<file path="src/hdl/riscv_defs.svh">
`ifndef RISCV_DEFS_SVH
`define RISCV_DEFS_SVH

// Datapath and register file geometry.
`define RISCV_XLEN        32
`define RISCV_REGADDR_W   5

`define RISCV_OP_LUI      7'b0110111

// One quotient or partial-product bit per iteration.
`define RISCV_MD_CYCLES   32

`endif

</file>
<file path="src/hdl/riscv_pkg.sv">
`default_nettype none

`include "riscv_defs.svh"

package riscv_pkg;

  typedef logic [`RISCV_XLEN-1:0]      word_t;
  typedef logic [`RISCV_REGADDR_W-1:0] regaddr_t;
  typedef logic [6:0]                  opcode_t;

  // 2 selects a load.
  typedef logic [1:0]                  resultsrc_t;

  // 0 regfile, 1 writeback, 2 memory result, 3 memory upper immediate.
  typedef logic [1:0]                  fwdsel_t;

  typedef enum logic [1:0] {
    IDLE,
    BUSY,
    DONE
  } md_state_t;

endpackage

`default_nettype wire

</file>
<file path="src/hdl/riscv_hazardunit.sv">
`timescale 1ns/1ps
`default_nettype none

`include "riscv_defs.svh"

module riscv_hazardunit (
  input  riscv_pkg::regaddr_t   i_rs1addr_d,
  input  riscv_pkg::regaddr_t   i_rs2addr_d,
  input  riscv_pkg::regaddr_t   i_rs1addr_e,
  input  riscv_pkg::regaddr_t   i_rs2addr_e,
  input  riscv_pkg::regaddr_t   i_rdaddr_e,
  input  riscv_pkg::regaddr_t   i_rdaddr_m,
  input  riscv_pkg::regaddr_t   i_rdaddr_w,
  input  riscv_pkg::regaddr_t   i_rs1addr_m,
  input  riscv_pkg::opcode_t    i_opcode_m,
  input  riscv_pkg::resultsrc_t i_resultsrc_e,
  input  logic                  i_regw_m,
  input  logic                  i_regw_w,
  input  logic                  i_pcsrc,
  input  logic                  i_dcache_stall_m,
  input  logic                  i_mul_en_e,
  input  logic                  i_div_en_e,
  input  logic                  i_md_valid,
  input  logic                  i_iscsr_d,
  input  logic                  i_iscsr_e,
  input  logic                  i_iscsr_m,
  input  logic                  i_iscsr_w,
  output riscv_pkg::fwdsel_t    o_fwda,
  output riscv_pkg::fwdsel_t    o_fwdb,
  output logic                  o_stallpc,
  output logic                  o_stallfd,
  output logic                  o_flushfd,
  output logic                  o_flushde,
  output logic                  o_stallde,
  output logic                  o_stallem,
  output logic                  o_stallmw,
  output logic                  o_passwb
);

  logic wr_m;
  logic wr_w;
  logic lui_m;
  logic use_src_e;
  logic use_hit_stall;
  logic use_hit_flush;
  logic md_stall;
  logic glob_stall;

  assign wr_m  = i_regw_m && (i_rdaddr_m != '0);   // x0 never forwards.
  assign wr_w  = i_regw_w && (i_rdaddr_w != '0);
  assign lui_m = (i_opcode_m == `RISCV_OP_LUI);

  function automatic riscv_pkg::fwdsel_t fwd_sel(input riscv_pkg::regaddr_t rs);
    riscv_pkg::fwdsel_t sel;
    if (wr_m && (rs == i_rdaddr_m) && lui_m)
    begin
      sel = 2'd3;
    end
    else if (wr_m && (rs == i_rdaddr_m))
    begin
      sel = 2'd2;
    end
    else if (wr_w && (rs == i_rdaddr_w))
    begin
      sel = 2'd1;
    end
    else
    begin
      sel = 2'd0;
    end
    return sel;
  endfunction

  always_comb
  begin
    o_fwda = fwd_sel(i_rs1addr_e);
    o_fwdb = fwd_sel(i_rs2addr_e);
  end

  // Producer in execute whose value is not ready yet: a load, or a CSR
  // feeding a non-CSR consumer.
  assign use_src_e = (i_resultsrc_e == 2'd2) || (i_iscsr_e && !i_iscsr_d);

  // A CSR consumer only reads rs1, so rs2 is ignored for it here.
  assign use_hit_stall = use_src_e &&
                         ((i_rs1addr_d == i_rdaddr_e) ||
                          ((i_rs2addr_d == i_rdaddr_e) && !i_iscsr_d));

  assign use_hit_flush = use_src_e &&
                         ((i_rs1addr_d == i_rdaddr_e) || (i_rs2addr_d == i_rdaddr_e));

  assign md_stall   = (i_mul_en_e || i_div_en_e) && !i_md_valid;
  assign glob_stall = i_dcache_stall_m || md_stall;

  assign o_stallpc = use_hit_stall || glob_stall;
  assign o_stallfd = use_hit_stall || glob_stall;
  assign o_flushfd = i_pcsrc;
  assign o_flushde = use_hit_flush || i_pcsrc;   // Bubble into execute.

  assign o_stallde = glob_stall;
  assign o_stallem = glob_stall;
  assign o_stallmw = glob_stall;

  // CSR in memory reading the value a CSR in writeback is still writing.
  assign o_passwb = i_iscsr_m && i_iscsr_w && (i_rdaddr_w == i_rs1addr_m);

endmodule

`default_nettype wire

</file>
<file path="src/hdl/riscv_ctrlpipe.sv">
`timescale 1ns/1ps
`default_nettype none

module riscv_ctrlpipe (
  input  logic                  i_riscv_clk,
  input  logic                  i_rst,
  input  riscv_pkg::regaddr_t   i_rs1addr_d,
  input  riscv_pkg::regaddr_t   i_rs2addr_d,
  input  riscv_pkg::regaddr_t   i_rdaddr_d,
  input  logic                  i_regw_d,
  input  riscv_pkg::resultsrc_t i_resultsrc_d,
  input  riscv_pkg::opcode_t    i_opcode_d,
  input  logic                  i_iscsr_d,
  input  logic                  i_mul_en_d,
  input  logic                  i_div_en_d,
  input  logic                  i_stallde,
  input  logic                  i_flushde,
  input  logic                  i_stallem,
  input  logic                  i_stallmw,
  output riscv_pkg::regaddr_t   o_rs1addr_e,
  output riscv_pkg::regaddr_t   o_rs2addr_e,
  output riscv_pkg::regaddr_t   o_rdaddr_e,
  output riscv_pkg::resultsrc_t o_resultsrc_e,
  output logic                  o_iscsr_e,
  output logic                  o_mul_en_e,
  output logic                  o_div_en_e,
  output riscv_pkg::regaddr_t   o_rdaddr_m,
  output logic                  o_regw_m,
  output riscv_pkg::opcode_t    o_opcode_m,
  output logic                  o_iscsr_m,
  output riscv_pkg::regaddr_t   o_rs1addr_m,
  output riscv_pkg::regaddr_t   o_rdaddr_w,
  output logic                  o_regw_w,
  output logic                  o_iscsr_w
);

  logic               regw_e;
  riscv_pkg::opcode_t opcode_e;

  // D/E. A stall holds even when a flush is requested in the same cycle.
  always_ff @(posedge i_riscv_clk)
  begin
    if (i_rst || (i_flushde && !i_stallde))
    begin
      o_rs1addr_e   <= '0;
      o_rs2addr_e   <= '0;
      o_rdaddr_e    <= '0;
      regw_e        <= 1'b0;
      o_resultsrc_e <= '0;
      opcode_e      <= '0;
      o_iscsr_e     <= 1'b0;
      o_mul_en_e    <= 1'b0;
      o_div_en_e    <= 1'b0;
    end
    else if (!i_stallde)
    begin
      o_rs1addr_e   <= i_rs1addr_d;
      o_rs2addr_e   <= i_rs2addr_d;
      o_rdaddr_e    <= i_rdaddr_d;
      regw_e        <= i_regw_d;
      o_resultsrc_e <= i_resultsrc_d;
      opcode_e      <= i_opcode_d;
      o_iscsr_e     <= i_iscsr_d;
      o_mul_en_e    <= i_mul_en_d;
      o_div_en_e    <= i_div_en_d;
    end
  end

  // E/M.
  always_ff @(posedge i_riscv_clk)
  begin
    if (i_rst)
    begin
      o_rdaddr_m  <= '0;
      o_regw_m    <= 1'b0;
      o_opcode_m  <= '0;
      o_iscsr_m   <= 1'b0;
      o_rs1addr_m <= '0;
    end
    else if (!i_stallem)
    begin
      o_rdaddr_m  <= o_rdaddr_e;
      o_regw_m    <= regw_e;
      o_opcode_m  <= opcode_e;
      o_iscsr_m   <= o_iscsr_e;
      o_rs1addr_m <= o_rs1addr_e;   // Needed for the CSR pass check.
    end
  end

  // M/W.
  always_ff @(posedge i_riscv_clk)
  begin
    if (i_rst)
    begin
      o_rdaddr_w <= '0;
      o_regw_w   <= 1'b0;
      o_iscsr_w  <= 1'b0;
    end
    else if (!i_stallmw)
    begin
      o_rdaddr_w <= o_rdaddr_m;
      o_regw_w   <= o_regw_m;
      o_iscsr_w  <= o_iscsr_m;
    end
  end

endmodule

`default_nettype wire

</file>
<file path="src/hdl/riscv_opfwd.sv">
`timescale 1ns/1ps
`default_nettype none

module riscv_opfwd (
  input  riscv_pkg::fwdsel_t i_fwda,
  input  riscv_pkg::fwdsel_t i_fwdb,
  input  riscv_pkg::word_t   i_rs1data_e,
  input  riscv_pkg::word_t   i_rs2data_e,
  input  riscv_pkg::word_t   i_result_m,
  input  riscv_pkg::word_t   i_uimm_m,
  input  riscv_pkg::word_t   i_result_w,
  output riscv_pkg::word_t   o_srca_e,
  output riscv_pkg::word_t   o_srcb_e
);

  function automatic riscv_pkg::word_t fwd_mux(input riscv_pkg::fwdsel_t sel,
                                               input riscv_pkg::word_t   regdata);
    riscv_pkg::word_t val;
    case (sel)
      2'd1:    val = i_result_w;
      2'd2:    val = i_result_m;
      2'd3:    val = i_uimm_m;   // LUI result is just the upper immediate.
      default: val = regdata;
    endcase
    return val;
  endfunction

  always_comb
  begin
    o_srca_e = fwd_mux(i_fwda, i_rs1data_e);
    o_srcb_e = fwd_mux(i_fwdb, i_rs2data_e);
  end

endmodule

`default_nettype wire

</file>
<file path="src/hdl/riscv_muldiv.sv">
`timescale 1ns/1ps
`default_nettype none

`include "riscv_defs.svh"

module riscv_muldiv (
  input  logic             i_riscv_clk,
  input  logic             i_rst,
  input  logic             i_mul_en,
  input  logic             i_div_en,
  input  logic             i_stallde,
  input  riscv_pkg::word_t i_srca,
  input  riscv_pkg::word_t i_srcb,
  output riscv_pkg::word_t o_result,
  output logic             o_valid
);

  localparam int CNT_W = $clog2(`RISCV_MD_CYCLES);

  riscv_pkg::md_state_t state;
  logic [CNT_W-1:0]     cnt;
  logic                 is_div;
  riscv_pkg::word_t     acc;   // Product or quotient.
  riscv_pkg::word_t     rem;   // Multiplier or remainder.
  riscv_pkg::word_t     opd;   // Multiplicand or divisor.
  logic                 s_div;
  riscv_pkg::word_t     s_acc;
  riscv_pkg::word_t     s_rem;
  riscv_pkg::word_t     s_opd;
  riscv_pkg::word_t     n_acc;
  riscv_pkg::word_t     n_rem;
  riscv_pkg::word_t     n_opd;
  logic [`RISCV_XLEN:0] rem_sh;
  logic [`RISCV_XLEN:0] diff;

  // The first iteration runs on the start edge straight from the operands.
  always_comb
  begin
    if (state == riscv_pkg::IDLE)
    begin
      s_div = i_div_en;
      s_acc = i_div_en ? i_srca : '0;
      s_rem = i_div_en ? '0 : i_srcb;
      s_opd = i_div_en ? i_srcb : i_srca;
    end
    else
    begin
      s_div = is_div;
      s_acc = acc;
      s_rem = rem;
      s_opd = opd;
    end
  end

  // Zero divisor never fails the compare, so the quotient fills with ones.
  assign rem_sh = {s_rem, s_acc[`RISCV_XLEN-1]};
  assign diff   = rem_sh - {1'b0, s_opd};

  always_comb
  begin
    if (s_div)
    begin
      n_acc = {s_acc[`RISCV_XLEN-2:0], ~diff[`RISCV_XLEN]};
      n_rem = diff[`RISCV_XLEN] ? rem_sh[`RISCV_XLEN-1:0] : diff[`RISCV_XLEN-1:0];
      n_opd = s_opd;
    end
    else
    begin
      n_acc = s_rem[0] ? s_acc + s_opd : s_acc;
      n_rem = s_rem >> 1;
      n_opd = s_opd << 1;
    end
  end

  always_ff @(posedge i_riscv_clk)
  begin
    if (i_rst)
    begin
      state  <= riscv_pkg::IDLE;
      cnt    <= '0;
      is_div <= 1'b0;
    end
    else
    begin
      case (state)
        riscv_pkg::IDLE:
        begin
          if (i_mul_en || i_div_en)
          begin
            state  <= riscv_pkg::BUSY;
            cnt    <= CNT_W'(1);
            is_div <= i_div_en;
          end
        end
        riscv_pkg::BUSY:
        begin
          cnt <= cnt + CNT_W'(1);
          if (cnt == CNT_W'(`RISCV_MD_CYCLES - 1))
            state <= riscv_pkg::DONE;
        end
        default:
        begin
          if (!i_stallde)
            state <= riscv_pkg::IDLE;   // Execute moves on.
        end
      endcase
    end
  end

  always_ff @(posedge i_riscv_clk)
  begin
    if (state == riscv_pkg::BUSY || (state == riscv_pkg::IDLE && (i_mul_en || i_div_en)))
    begin
      acc <= n_acc;
      rem <= n_rem;
      opd <= n_opd;
    end
  end

  assign o_result = acc;
  assign o_valid  = (state == riscv_pkg::DONE);

endmodule

`default_nettype wire

</file>
<file path="src/hdl/riscv_pipectrl_top.sv">
`timescale 1ns/1ps
`default_nettype none

module riscv_pipectrl_top (
  input  logic                  i_riscv_clk,
  input  logic                  i_rst,
  input  riscv_pkg::regaddr_t   i_riscv_rs1addr_d,
  input  riscv_pkg::regaddr_t   i_riscv_rs2addr_d,
  input  riscv_pkg::regaddr_t   i_riscv_rdaddr_d,
  input  logic                  i_riscv_regw_d,
  input  riscv_pkg::resultsrc_t i_riscv_resultsrc_d,
  input  riscv_pkg::opcode_t    i_riscv_opcode_d,
  input  logic                  i_riscv_iscsr_d,
  input  logic                  i_riscv_mul_en_d,
  input  logic                  i_riscv_div_en_d,
  input  logic                  i_riscv_pcsrc,
  input  logic                  i_riscv_dcache_stall_m,
  input  riscv_pkg::word_t      i_riscv_rs1data_e,
  input  riscv_pkg::word_t      i_riscv_rs2data_e,
  input  riscv_pkg::word_t      i_riscv_result_m,
  input  riscv_pkg::word_t      i_riscv_uimm_m,
  input  riscv_pkg::word_t      i_riscv_result_w,
  output logic                  o_riscv_stallpc,
  output logic                  o_riscv_stallfd,
  output logic                  o_riscv_flushfd,
  output logic                  o_riscv_flushde,
  output logic                  o_riscv_stallde,
  output logic                  o_riscv_stallem,
  output logic                  o_riscv_stallmw,
  output logic                  o_riscv_passwb,
  output riscv_pkg::word_t      o_riscv_srca_e,
  output riscv_pkg::word_t      o_riscv_srcb_e,
  output riscv_pkg::word_t      o_riscv_mdresult,
  output logic                  o_riscv_mdvalid
);

  riscv_pkg::regaddr_t   rs1addr_e;
  riscv_pkg::regaddr_t   rs2addr_e;
  riscv_pkg::regaddr_t   rdaddr_e;
  riscv_pkg::regaddr_t   rdaddr_m;
  riscv_pkg::regaddr_t   rs1addr_m;
  riscv_pkg::regaddr_t   rdaddr_w;
  riscv_pkg::resultsrc_t resultsrc_e;
  riscv_pkg::opcode_t    opcode_m;
  riscv_pkg::fwdsel_t    fwda;
  riscv_pkg::fwdsel_t    fwdb;
  logic                  iscsr_e;
  logic                  iscsr_m;
  logic                  iscsr_w;
  logic                  regw_m;
  logic                  regw_w;
  logic                  mul_en_e;
  logic                  div_en_e;

  riscv_ctrlpipe u_ctrlpipe (
    .i_riscv_clk   (i_riscv_clk),
    .i_rst         (i_rst),
    .i_rs1addr_d   (i_riscv_rs1addr_d),
    .i_rs2addr_d   (i_riscv_rs2addr_d),
    .i_rdaddr_d    (i_riscv_rdaddr_d),
    .i_regw_d      (i_riscv_regw_d),
    .i_resultsrc_d (i_riscv_resultsrc_d),
    .i_opcode_d    (i_riscv_opcode_d),
    .i_iscsr_d     (i_riscv_iscsr_d),
    .i_mul_en_d    (i_riscv_mul_en_d),
    .i_div_en_d    (i_riscv_div_en_d),
    .i_stallde     (o_riscv_stallde),
    .i_flushde     (o_riscv_flushde),
    .i_stallem     (o_riscv_stallem),
    .i_stallmw     (o_riscv_stallmw),
    .o_rs1addr_e   (rs1addr_e),
    .o_rs2addr_e   (rs2addr_e),
    .o_rdaddr_e    (rdaddr_e),
    .o_resultsrc_e (resultsrc_e),
    .o_iscsr_e     (iscsr_e),
    .o_mul_en_e    (mul_en_e),
    .o_div_en_e    (div_en_e),
    .o_rdaddr_m    (rdaddr_m),
    .o_regw_m      (regw_m),
    .o_opcode_m    (opcode_m),
    .o_iscsr_m     (iscsr_m),
    .o_rs1addr_m   (rs1addr_m),
    .o_rdaddr_w    (rdaddr_w),
    .o_regw_w      (regw_w),
    .o_iscsr_w     (iscsr_w)
  );

  riscv_hazardunit u_hazardunit (
    .i_rs1addr_d      (i_riscv_rs1addr_d),
    .i_rs2addr_d      (i_riscv_rs2addr_d),
    .i_rs1addr_e      (rs1addr_e),
    .i_rs2addr_e      (rs2addr_e),
    .i_rdaddr_e       (rdaddr_e),
    .i_rdaddr_m       (rdaddr_m),
    .i_rdaddr_w       (rdaddr_w),
    .i_rs1addr_m      (rs1addr_m),
    .i_opcode_m       (opcode_m),
    .i_resultsrc_e    (resultsrc_e),
    .i_regw_m         (regw_m),
    .i_regw_w         (regw_w),
    .i_pcsrc          (i_riscv_pcsrc),
    .i_dcache_stall_m (i_riscv_dcache_stall_m),
    .i_mul_en_e       (mul_en_e),
    .i_div_en_e       (div_en_e),
    .i_md_valid       (o_riscv_mdvalid),
    .i_iscsr_d        (i_riscv_iscsr_d),
    .i_iscsr_e        (iscsr_e),
    .i_iscsr_m        (iscsr_m),
    .i_iscsr_w        (iscsr_w),
    .o_fwda           (fwda),
    .o_fwdb           (fwdb),
    .o_stallpc        (o_riscv_stallpc),
    .o_stallfd        (o_riscv_stallfd),
    .o_flushfd        (o_riscv_flushfd),
    .o_flushde        (o_riscv_flushde),
    .o_stallde        (o_riscv_stallde),
    .o_stallem        (o_riscv_stallem),
    .o_stallmw        (o_riscv_stallmw),
    .o_passwb         (o_riscv_passwb)
  );

  riscv_opfwd u_opfwd (
    .i_fwda      (fwda),
    .i_fwdb      (fwdb),
    .i_rs1data_e (i_riscv_rs1data_e),
    .i_rs2data_e (i_riscv_rs2data_e),
    .i_result_m  (i_riscv_result_m),
    .i_uimm_m    (i_riscv_uimm_m),
    .i_result_w  (i_riscv_result_w),
    .o_srca_e    (o_riscv_srca_e),
    .o_srcb_e    (o_riscv_srcb_e)
  );

  // Works on the forwarded operands, so a dependent mul/div needs no stall.
  riscv_muldiv u_muldiv (
    .i_riscv_clk (i_riscv_clk),
    .i_rst       (i_rst),
    .i_mul_en    (mul_en_e),
    .i_div_en    (div_en_e),
    .i_stallde   (o_riscv_stallde),
    .i_srca      (o_riscv_srca_e),
    .i_srcb      (o_riscv_srcb_e),
    .o_result    (o_riscv_mdresult),
    .o_valid     (o_riscv_mdvalid)
  );

endmodule

`default_nettype wire

</file>
<file path="config.mk">
export PLATFORM = sky130hd
export DESIGN_NAME = riscv_pipectrl_top
export DESIGN_NICKNAME = d
export VERILOG_FILES = /design/src/hdl/riscv_pkg.sv /design/src/hdl/riscv_hazardunit.sv /design/src/hdl/riscv_ctrlpipe.sv /design/src/hdl/riscv_opfwd.sv /design/src/hdl/riscv_muldiv.sv /design/src/hdl/riscv_pipectrl_top.sv
export VERILOG_INCLUDE_DIRS = /design/src /design/src/hdl
export SDC_FILE = /design/constraint.sdc
export NUM_CORES = 1
export LEC_CHECK = 0
export BUFFER_PORTS_ARGS = -buffer_cell sky130_fd_sc_hd__buf_2
export CAP_MARGIN = 15
export CORE_MARGIN = 2
export CORE_UTILIZATION = 56
export DETAILED_ROUTE_END_ITERATION = 10
export PLACE_DENSITY = 0.82
export REMOVE_ABC_BUFFERS = 1
export SLEW_MARGIN = 10
export SYNTH_ARGS = -nofsm -noshare
export SYNTH_HDL_FRONTEND = slang
export SYNTH_SLANG_ARGS = --single-unit
</file>
<file path="constraint.sdc">
create_clock -name i_riscv_clk -period 6.8 [get_ports i_riscv_clk]
set_clock_uncertainty 0.15 [all_clocks]
set_input_delay 1.02 -clock i_riscv_clk [delete_from_list [all_inputs] [get_ports i_riscv_clk]]
set_output_delay 1.02 -clock i_riscv_clk [all_outputs]
set_load 0.01 [all_outputs]
</file>
==> flow_results.xml <==
<?xml version="1.0" encoding="UTF-8"?>
<metrics>
  <group name="status">
    <metric name="outcome" unit="">finished clean</metric>
  </group>
  <group name="final_layout">
    <metric name="layout.cell_area.non_filler" unit="mm^2">0.01613</metric>
    <metric name="mostFrequentLayoutCell" unit="">sky130_fd_sc_hd__buf_2</metric>
    <metric name="areaGrowthSynthToFinish" unit="%">17.24</metric>
    <metric name="final-instance-count-excl-fill" unit="">2288</metric>
    <metric name="final_cell_mix" unit="">sky130_fd_sc_hd__buf_2 (296), sky130_fd_sc_hd__a21oi_1 (233), sky130_fd_sc_hd__nand2_1 (220)</metric>
    <metric name="design.final.nets" unit="">2210</metric>
    <metric name="final.fill_count" unit="">2061</metric>
    <metric name="drive_above_1_share" unit="%">22.76</metric>
    <metric name="multi_input_area" unit="mm^2">0.008939</metric>
    <metric name="antenna_cells" unit="">0</metric>
    <metric name="seq_area" unit="mm^2">0.004125</metric>
  </group>
  <group name="clocking">
    <metric name="cts_hold_bufs" unit="">0</metric>
    <metric name="clockBufferDepth" unit="">2</metric>
    <metric name="tritoncts" unit="">built</metric>
    <metric name="cts_max_level" unit="">4</metric>
    <metric name="cts.repair.resized" unit="">0</metric>
    <metric name="worst_skew_pair.late_latency" unit="ps">440</metric>
    <metric name="ctsRootBufferMaster" unit="">sky130_fd_sc_hd__clkbuf_16</metric>
    <metric name="post-cts-setup-buffers" unit="">0</metric>
    <metric name="tritoncts.num_buffers" unit="">17</metric>
    <metric name="clock_transition_at_the_registers_of_the_reported_paths" unit="ps">70</metric>
    <metric name="clock_sink_count" unit="">158</metric>
  </group>
  <group name="grt">
    <metric name="groute.usage.overall" unit="%">31.81</metric>
    <metric name="groute.layer.met2.usage" unit="%">54.80</metric>
    <metric name="grt_pass1_wl" unit="um">67360</metric>
    <metric name="grt_antenna_before_repair" unit="">0</metric>
    <metric name="grt_pass1_vias" unit="">13580</metric>
    <metric name="grt.met1_usage" unit="%">40.93</metric>
    <metric name="grt-busiest-layer" unit="">met2</metric>
    <metric name="grt_start_max_net_pins" unit="">65</metric>
    <metric name="met3_usage" unit="%">4.210</metric>
    <metric name="grt.overflow.total" unit="">0</metric>
  </group>
  <group name="drt">
    <metric name="route.detailed.drc" unit="">0</metric>
    <metric name="wl" unit="um">42620</metric>
    <metric name="vias_per_cell" unit="">6.191</metric>
    <metric name="initialDrtViolationCount" unit="">1181</metric>
    <metric name="num_vias" unit="">14160</metric>
    <metric name="dr.pass1.iters" unit="">6</metric>
    <metric name="routed_wirelength_normalized_by_instance_count" unit="um">18.63</metric>
    <metric name="route.antenna.remaining_nets" unit="">0</metric>
  </group>
  <group name="sta">
    <metric name="finalHoldViolations" unit="">0</metric>
    <metric name="finalSetupViolCount" unit="">0</metric>
    <metric name="worst_rel_slew_slack" unit="%">26.63</metric>
    <metric name="maxClockFrequency" unit="GHz">0.1569</metric>
    <metric name="final.period_utilization" unit="%">93.72</metric>
    <metric name="timing.final.crit_period" unit="ps">6373</metric>
    <metric name="final-max-slew-violation-count" unit="">0</metric>
    <metric name="rsz0062_at_grt" unit="">no</metric>
    <metric name="slew_at_the_pin_with_the_worst_max_slew_slack" unit="ps">1073</metric>
  </group>
  <group name="critical_path">
    <metric name="criticalPathCategory" unit="">flip-flop to flip-flop</metric>
    <metric name="slowest_delay" unit="ps">740</metric>
    <metric name="cp_data_required_time" unit="ps">6920</metric>
    <metric name="critical-path-top-delay-family" unit="">simple AND/OR/NAND/NOR gates</metric>
    <metric name="endpoint_kind" unit="">flip-flop</metric>
    <metric name="critical_path.most_common_cell" unit="">sky130_fd_sc_hd__o21ai_0</metric>
    <metric name="critical_path.slowest_cell" unit="">sky130_fd_sc_hd__nor2_1</metric>
    <metric name="critical_path_start_type" unit="">flip-flop</metric>
    <metric name="timing.critical_path.fanout_max" unit="">25</metric>
    <metric name="critPathArrivalTime" unit="ps">6500</metric>
    <metric name="crit_path_cell_trace" unit="">or4_1 -&gt; nor2_1 -&gt; nor4_4 -&gt; buf_4 -&gt; o21ai_0 -&gt; mux2i_1 -&gt; o21ai_0 -&gt; ha_1 -&gt; inv_1 -&gt; fa_1 -&gt; a211oi_1 -&gt; o21ai_1 -&gt; o21ai_0 -&gt; o31ai_2 -&gt; nand4_1 -&gt; and3b_1 -&gt; xnor2_4 -&gt; nor2_1 -&gt; a22oi_1 -&gt; o21ai_1</metric>
    <metric name="crit_buf_inv" unit="">2</metric>
  </group>
  <group name="die">
    <metric name="die_y" unit="um">160.8</metric>
    <metric name="core_area" unit="mm^2">0.02425</metric>
    <metric name="fp.dieW" unit="um">160.8</metric>
    <metric name="io-pin-count" unit="">297</metric>
    <metric name="floorplan.rows" unit="">57</metric>
    <metric name="start_util" unit="%">56.75</metric>
    <metric name="die-area" unit="mm^2">0.02584</metric>
  </group>
  <group name="min_path">
    <metric name="hp-class" unit="">flip-flop to flip-flop</metric>
  </group>
  <group name="synth">
    <metric name="synth_seq_area_share" unit="%">29.97</metric>
    <metric name="ys_ff_latch" unit="">158</metric>
    <metric name="synth.avg_cell_area" unit="um^2">8.010</metric>
    <metric name="yosysWarningCount" unit="">0</metric>
    <metric name="synth_enable_flop_cells" unit="">96</metric>
    <metric name="ys.flop_type" unit="">sky130_fd_sc_hd__edfxtp_1</metric>
    <metric name="syn-cell-area" unit="mm^2">0.01376</metric>
    <metric name="async_flop_share" unit="%">0</metric>
    <metric name="synthCells" unit="">1718</metric>
    <metric name="post_synth_num_cell_types" unit="">78</metric>
  </group>
  <group name="placed_design">
    <metric name="gp_routability_congestion" unit="">0.9621</metric>
    <metric name="post-dp-hpwl" unit="um">30440</metric>
    <metric name="numPortBuffers" unit="">296</metric>
    <metric name="place.detailed.instances" unit="">2256</metric>
    <metric name="cell_area_after_placement" unit="mm^2">0.01549</metric>
  </group>
  <group name="power">
    <metric name="ir_worst_vdd" unit="mV">0.1655</metric>
    <metric name="pwr_density_cell" unit="mW/mm^2">242.9</metric>
    <metric name="power.static_leakage" unit="nW">6.895</metric>
  </group>
  <group name="job">
    <metric name="max_cap_violations" unit="">0</metric>
  </group>
</metrics>
power breakdown:
group,leakage (nW),internal (mW),switching [mW]
combinational,5.15,0.629,0.985
clock,0.314,0.586,0.456
sequential,1.43,1.19,0.0729
final timing paths:
check,startpoint,to,slack (ps),cells after the start
setup / recovery,u_ctrlpipe.o_rdaddr_m[1],u_muldiv.rem[11],430,20
hold / removal,u_ctrlpipe.o_resultsrc_e[1],u_ctrlpipe.o_resultsrc_e[1],310,2
setup reg to reg,u_ctrlpipe.o_rdaddr_m[1],u_muldiv.rem[11],430,20
hold reg to reg,u_ctrlpipe.o_resultsrc_e[1],u_ctrlpipe.o_resultsrc_e[1],310,2
state kept, by name (all words and copies together) (netlist names), 7 cells and up:
register	count
u_muldiv.opd	32
u_muldiv.rem	32
u_ctrlpipe.o_opcode_m	7
u_muldiv.o_result	32
u_ctrlpipe.opcode_e	7
metal layers:
layer  wire length [um]  up-vias  part of all wire (%)
li1                   -     6768                     -
met2              20410      691                    48
met3               3470       82                   8.1
met5                  0        -                     0
met1              17530     6623                    41
met4               1207        0                   2.8
cell type report:
type	instances	area share, %
Timing Repair Buffer	328	10.83
Sequential cell	158	25.57
Clock inverter	12	0.8066
Multi-Input combinational cell	1370	55.41
Inverter	76	1.776
Clock buffer	20	3.102
Tap cell	324	2.513
Yosys cell counts, types with 8 or more instances:
library cell,count,area share [%]
sky130_fd_sc_hd__a21oi_1,234,8.5
sky130_fd_sc_hd__nand2_1,221,6.0
sky130_fd_sc_hd__nor2_1,153,4.2
sky130_fd_sc_hd__edfxtp_1,96,21
sky130_fd_sc_hd__o21ai_0,90,3.3
sky130_fd_sc_hd__clkbuf_1,79,2.2
sky130_fd_sc_hd__inv_1,74,2.0
sky130_fd_sc_hd__ha_1,65,5.9
sky130_fd_sc_hd__dfxtp_1,62,9.0
sky130_fd_sc_hd__mux2i_1,60,4.4
sky130_fd_sc_hd__mux2_2,58,4.7
sky130_fd_sc_hd__a22o_1,43,2.7
sky130_fd_sc_hd__xnor2_1,43,2.7
sky130_fd_sc_hd__nand3_1,37,1.3
sky130_fd_sc_hd__xor2_1,37,2.4
sky130_fd_sc_hd__a211oi_1,32,1.7
sky130_fd_sc_hd__a21o_1,31,1.7
sky130_fd_sc_hd__a22oi_1,30,1.6
sky130_fd_sc_hd__o221ai_1,22,1.4
sky130_fd_sc_hd__a31oi_1,18,0.82
sky130_fd_sc_hd__nand2b_1,17,0.77
sky130_fd_sc_hd__o211ai_1,16,0.87
sky130_fd_sc_hd__buf_2,15,0.55
sky130_fd_sc_hd__nor2b_1,15,0.68
sky130_fd_sc_hd__nor3_1,14,0.51
sky130_fd_sc_hd__o21a_1,13,0.71
sky130_fd_sc_hd__buf_1,12,0.33
sky130_fd_sc_hd__nand4_1,9,0.41
sky130_fd_sc_hd__o21ai_1,9,0.33
sky130_fd_sc_hd__and3_1,8,0.36
worst reg2reg max path, stage by stage, from the launching register on:
cell	delay [ps]
sky130_fd_sc_hd__dfxtp_1	360
sky130_fd_sc_hd__or4_1	530
sky130_fd_sc_hd__nor2_1	290
sky130_fd_sc_hd__nor4_4	120
sky130_fd_sc_hd__buf_4	250
sky130_fd_sc_hd__o21ai_0	350
sky130_fd_sc_hd__mux2i_1	140
sky130_fd_sc_hd__o21ai_0	380
sky130_fd_sc_hd__ha_1	250
sky130_fd_sc_hd__inv_1	70
sky130_fd_sc_hd__fa_1	470
sky130_fd_sc_hd__a211oi_1	260
sky130_fd_sc_hd__o21ai_1	170
sky130_fd_sc_hd__o21ai_0	420
sky130_fd_sc_hd__o31ai_2	110
sky130_fd_sc_hd__nand4_1	100
sky130_fd_sc_hd__and3b_1	390
sky130_fd_sc_hd__xnor2_4	280
sky130_fd_sc_hd__nor2_1	750
sky130_fd_sc_hd__a22oi_1	210
sky130_fd_sc_hd__o21ai_1	160
cells by family after synthesis:
group / count (synthesis) / share of synthesized area [%]
AOI/OAI and AO/OA: 590 / 27.14
and+or+nand+nor: 511 / 16.49
buffers and inverters: 190 / 5.565
DFF: 158 / 29.97
muxes: 120 / 9.302
xor gates and xnor gates: 82 / 5.328
adders and majority gates: 67 / 6.201
through the flow:
step                      util (%)  power, mW  worst slack, ps  TNS (ps)  hold WS (ps)
final                        66.53      3.919            427.2         0         306.1
after global routing         66.53      4.119            50.24         0         323.4
after CTS                    66.48      3.883            369.2         0         304.9
after detailed placement     63.88      2.841            457.7         0         295.0
after global placement       63.88      2.803            617.1         0         288.1
after floorplan                  -      2.389            -1764    -62130         275.1
Power figures use the tool's default switching activity.
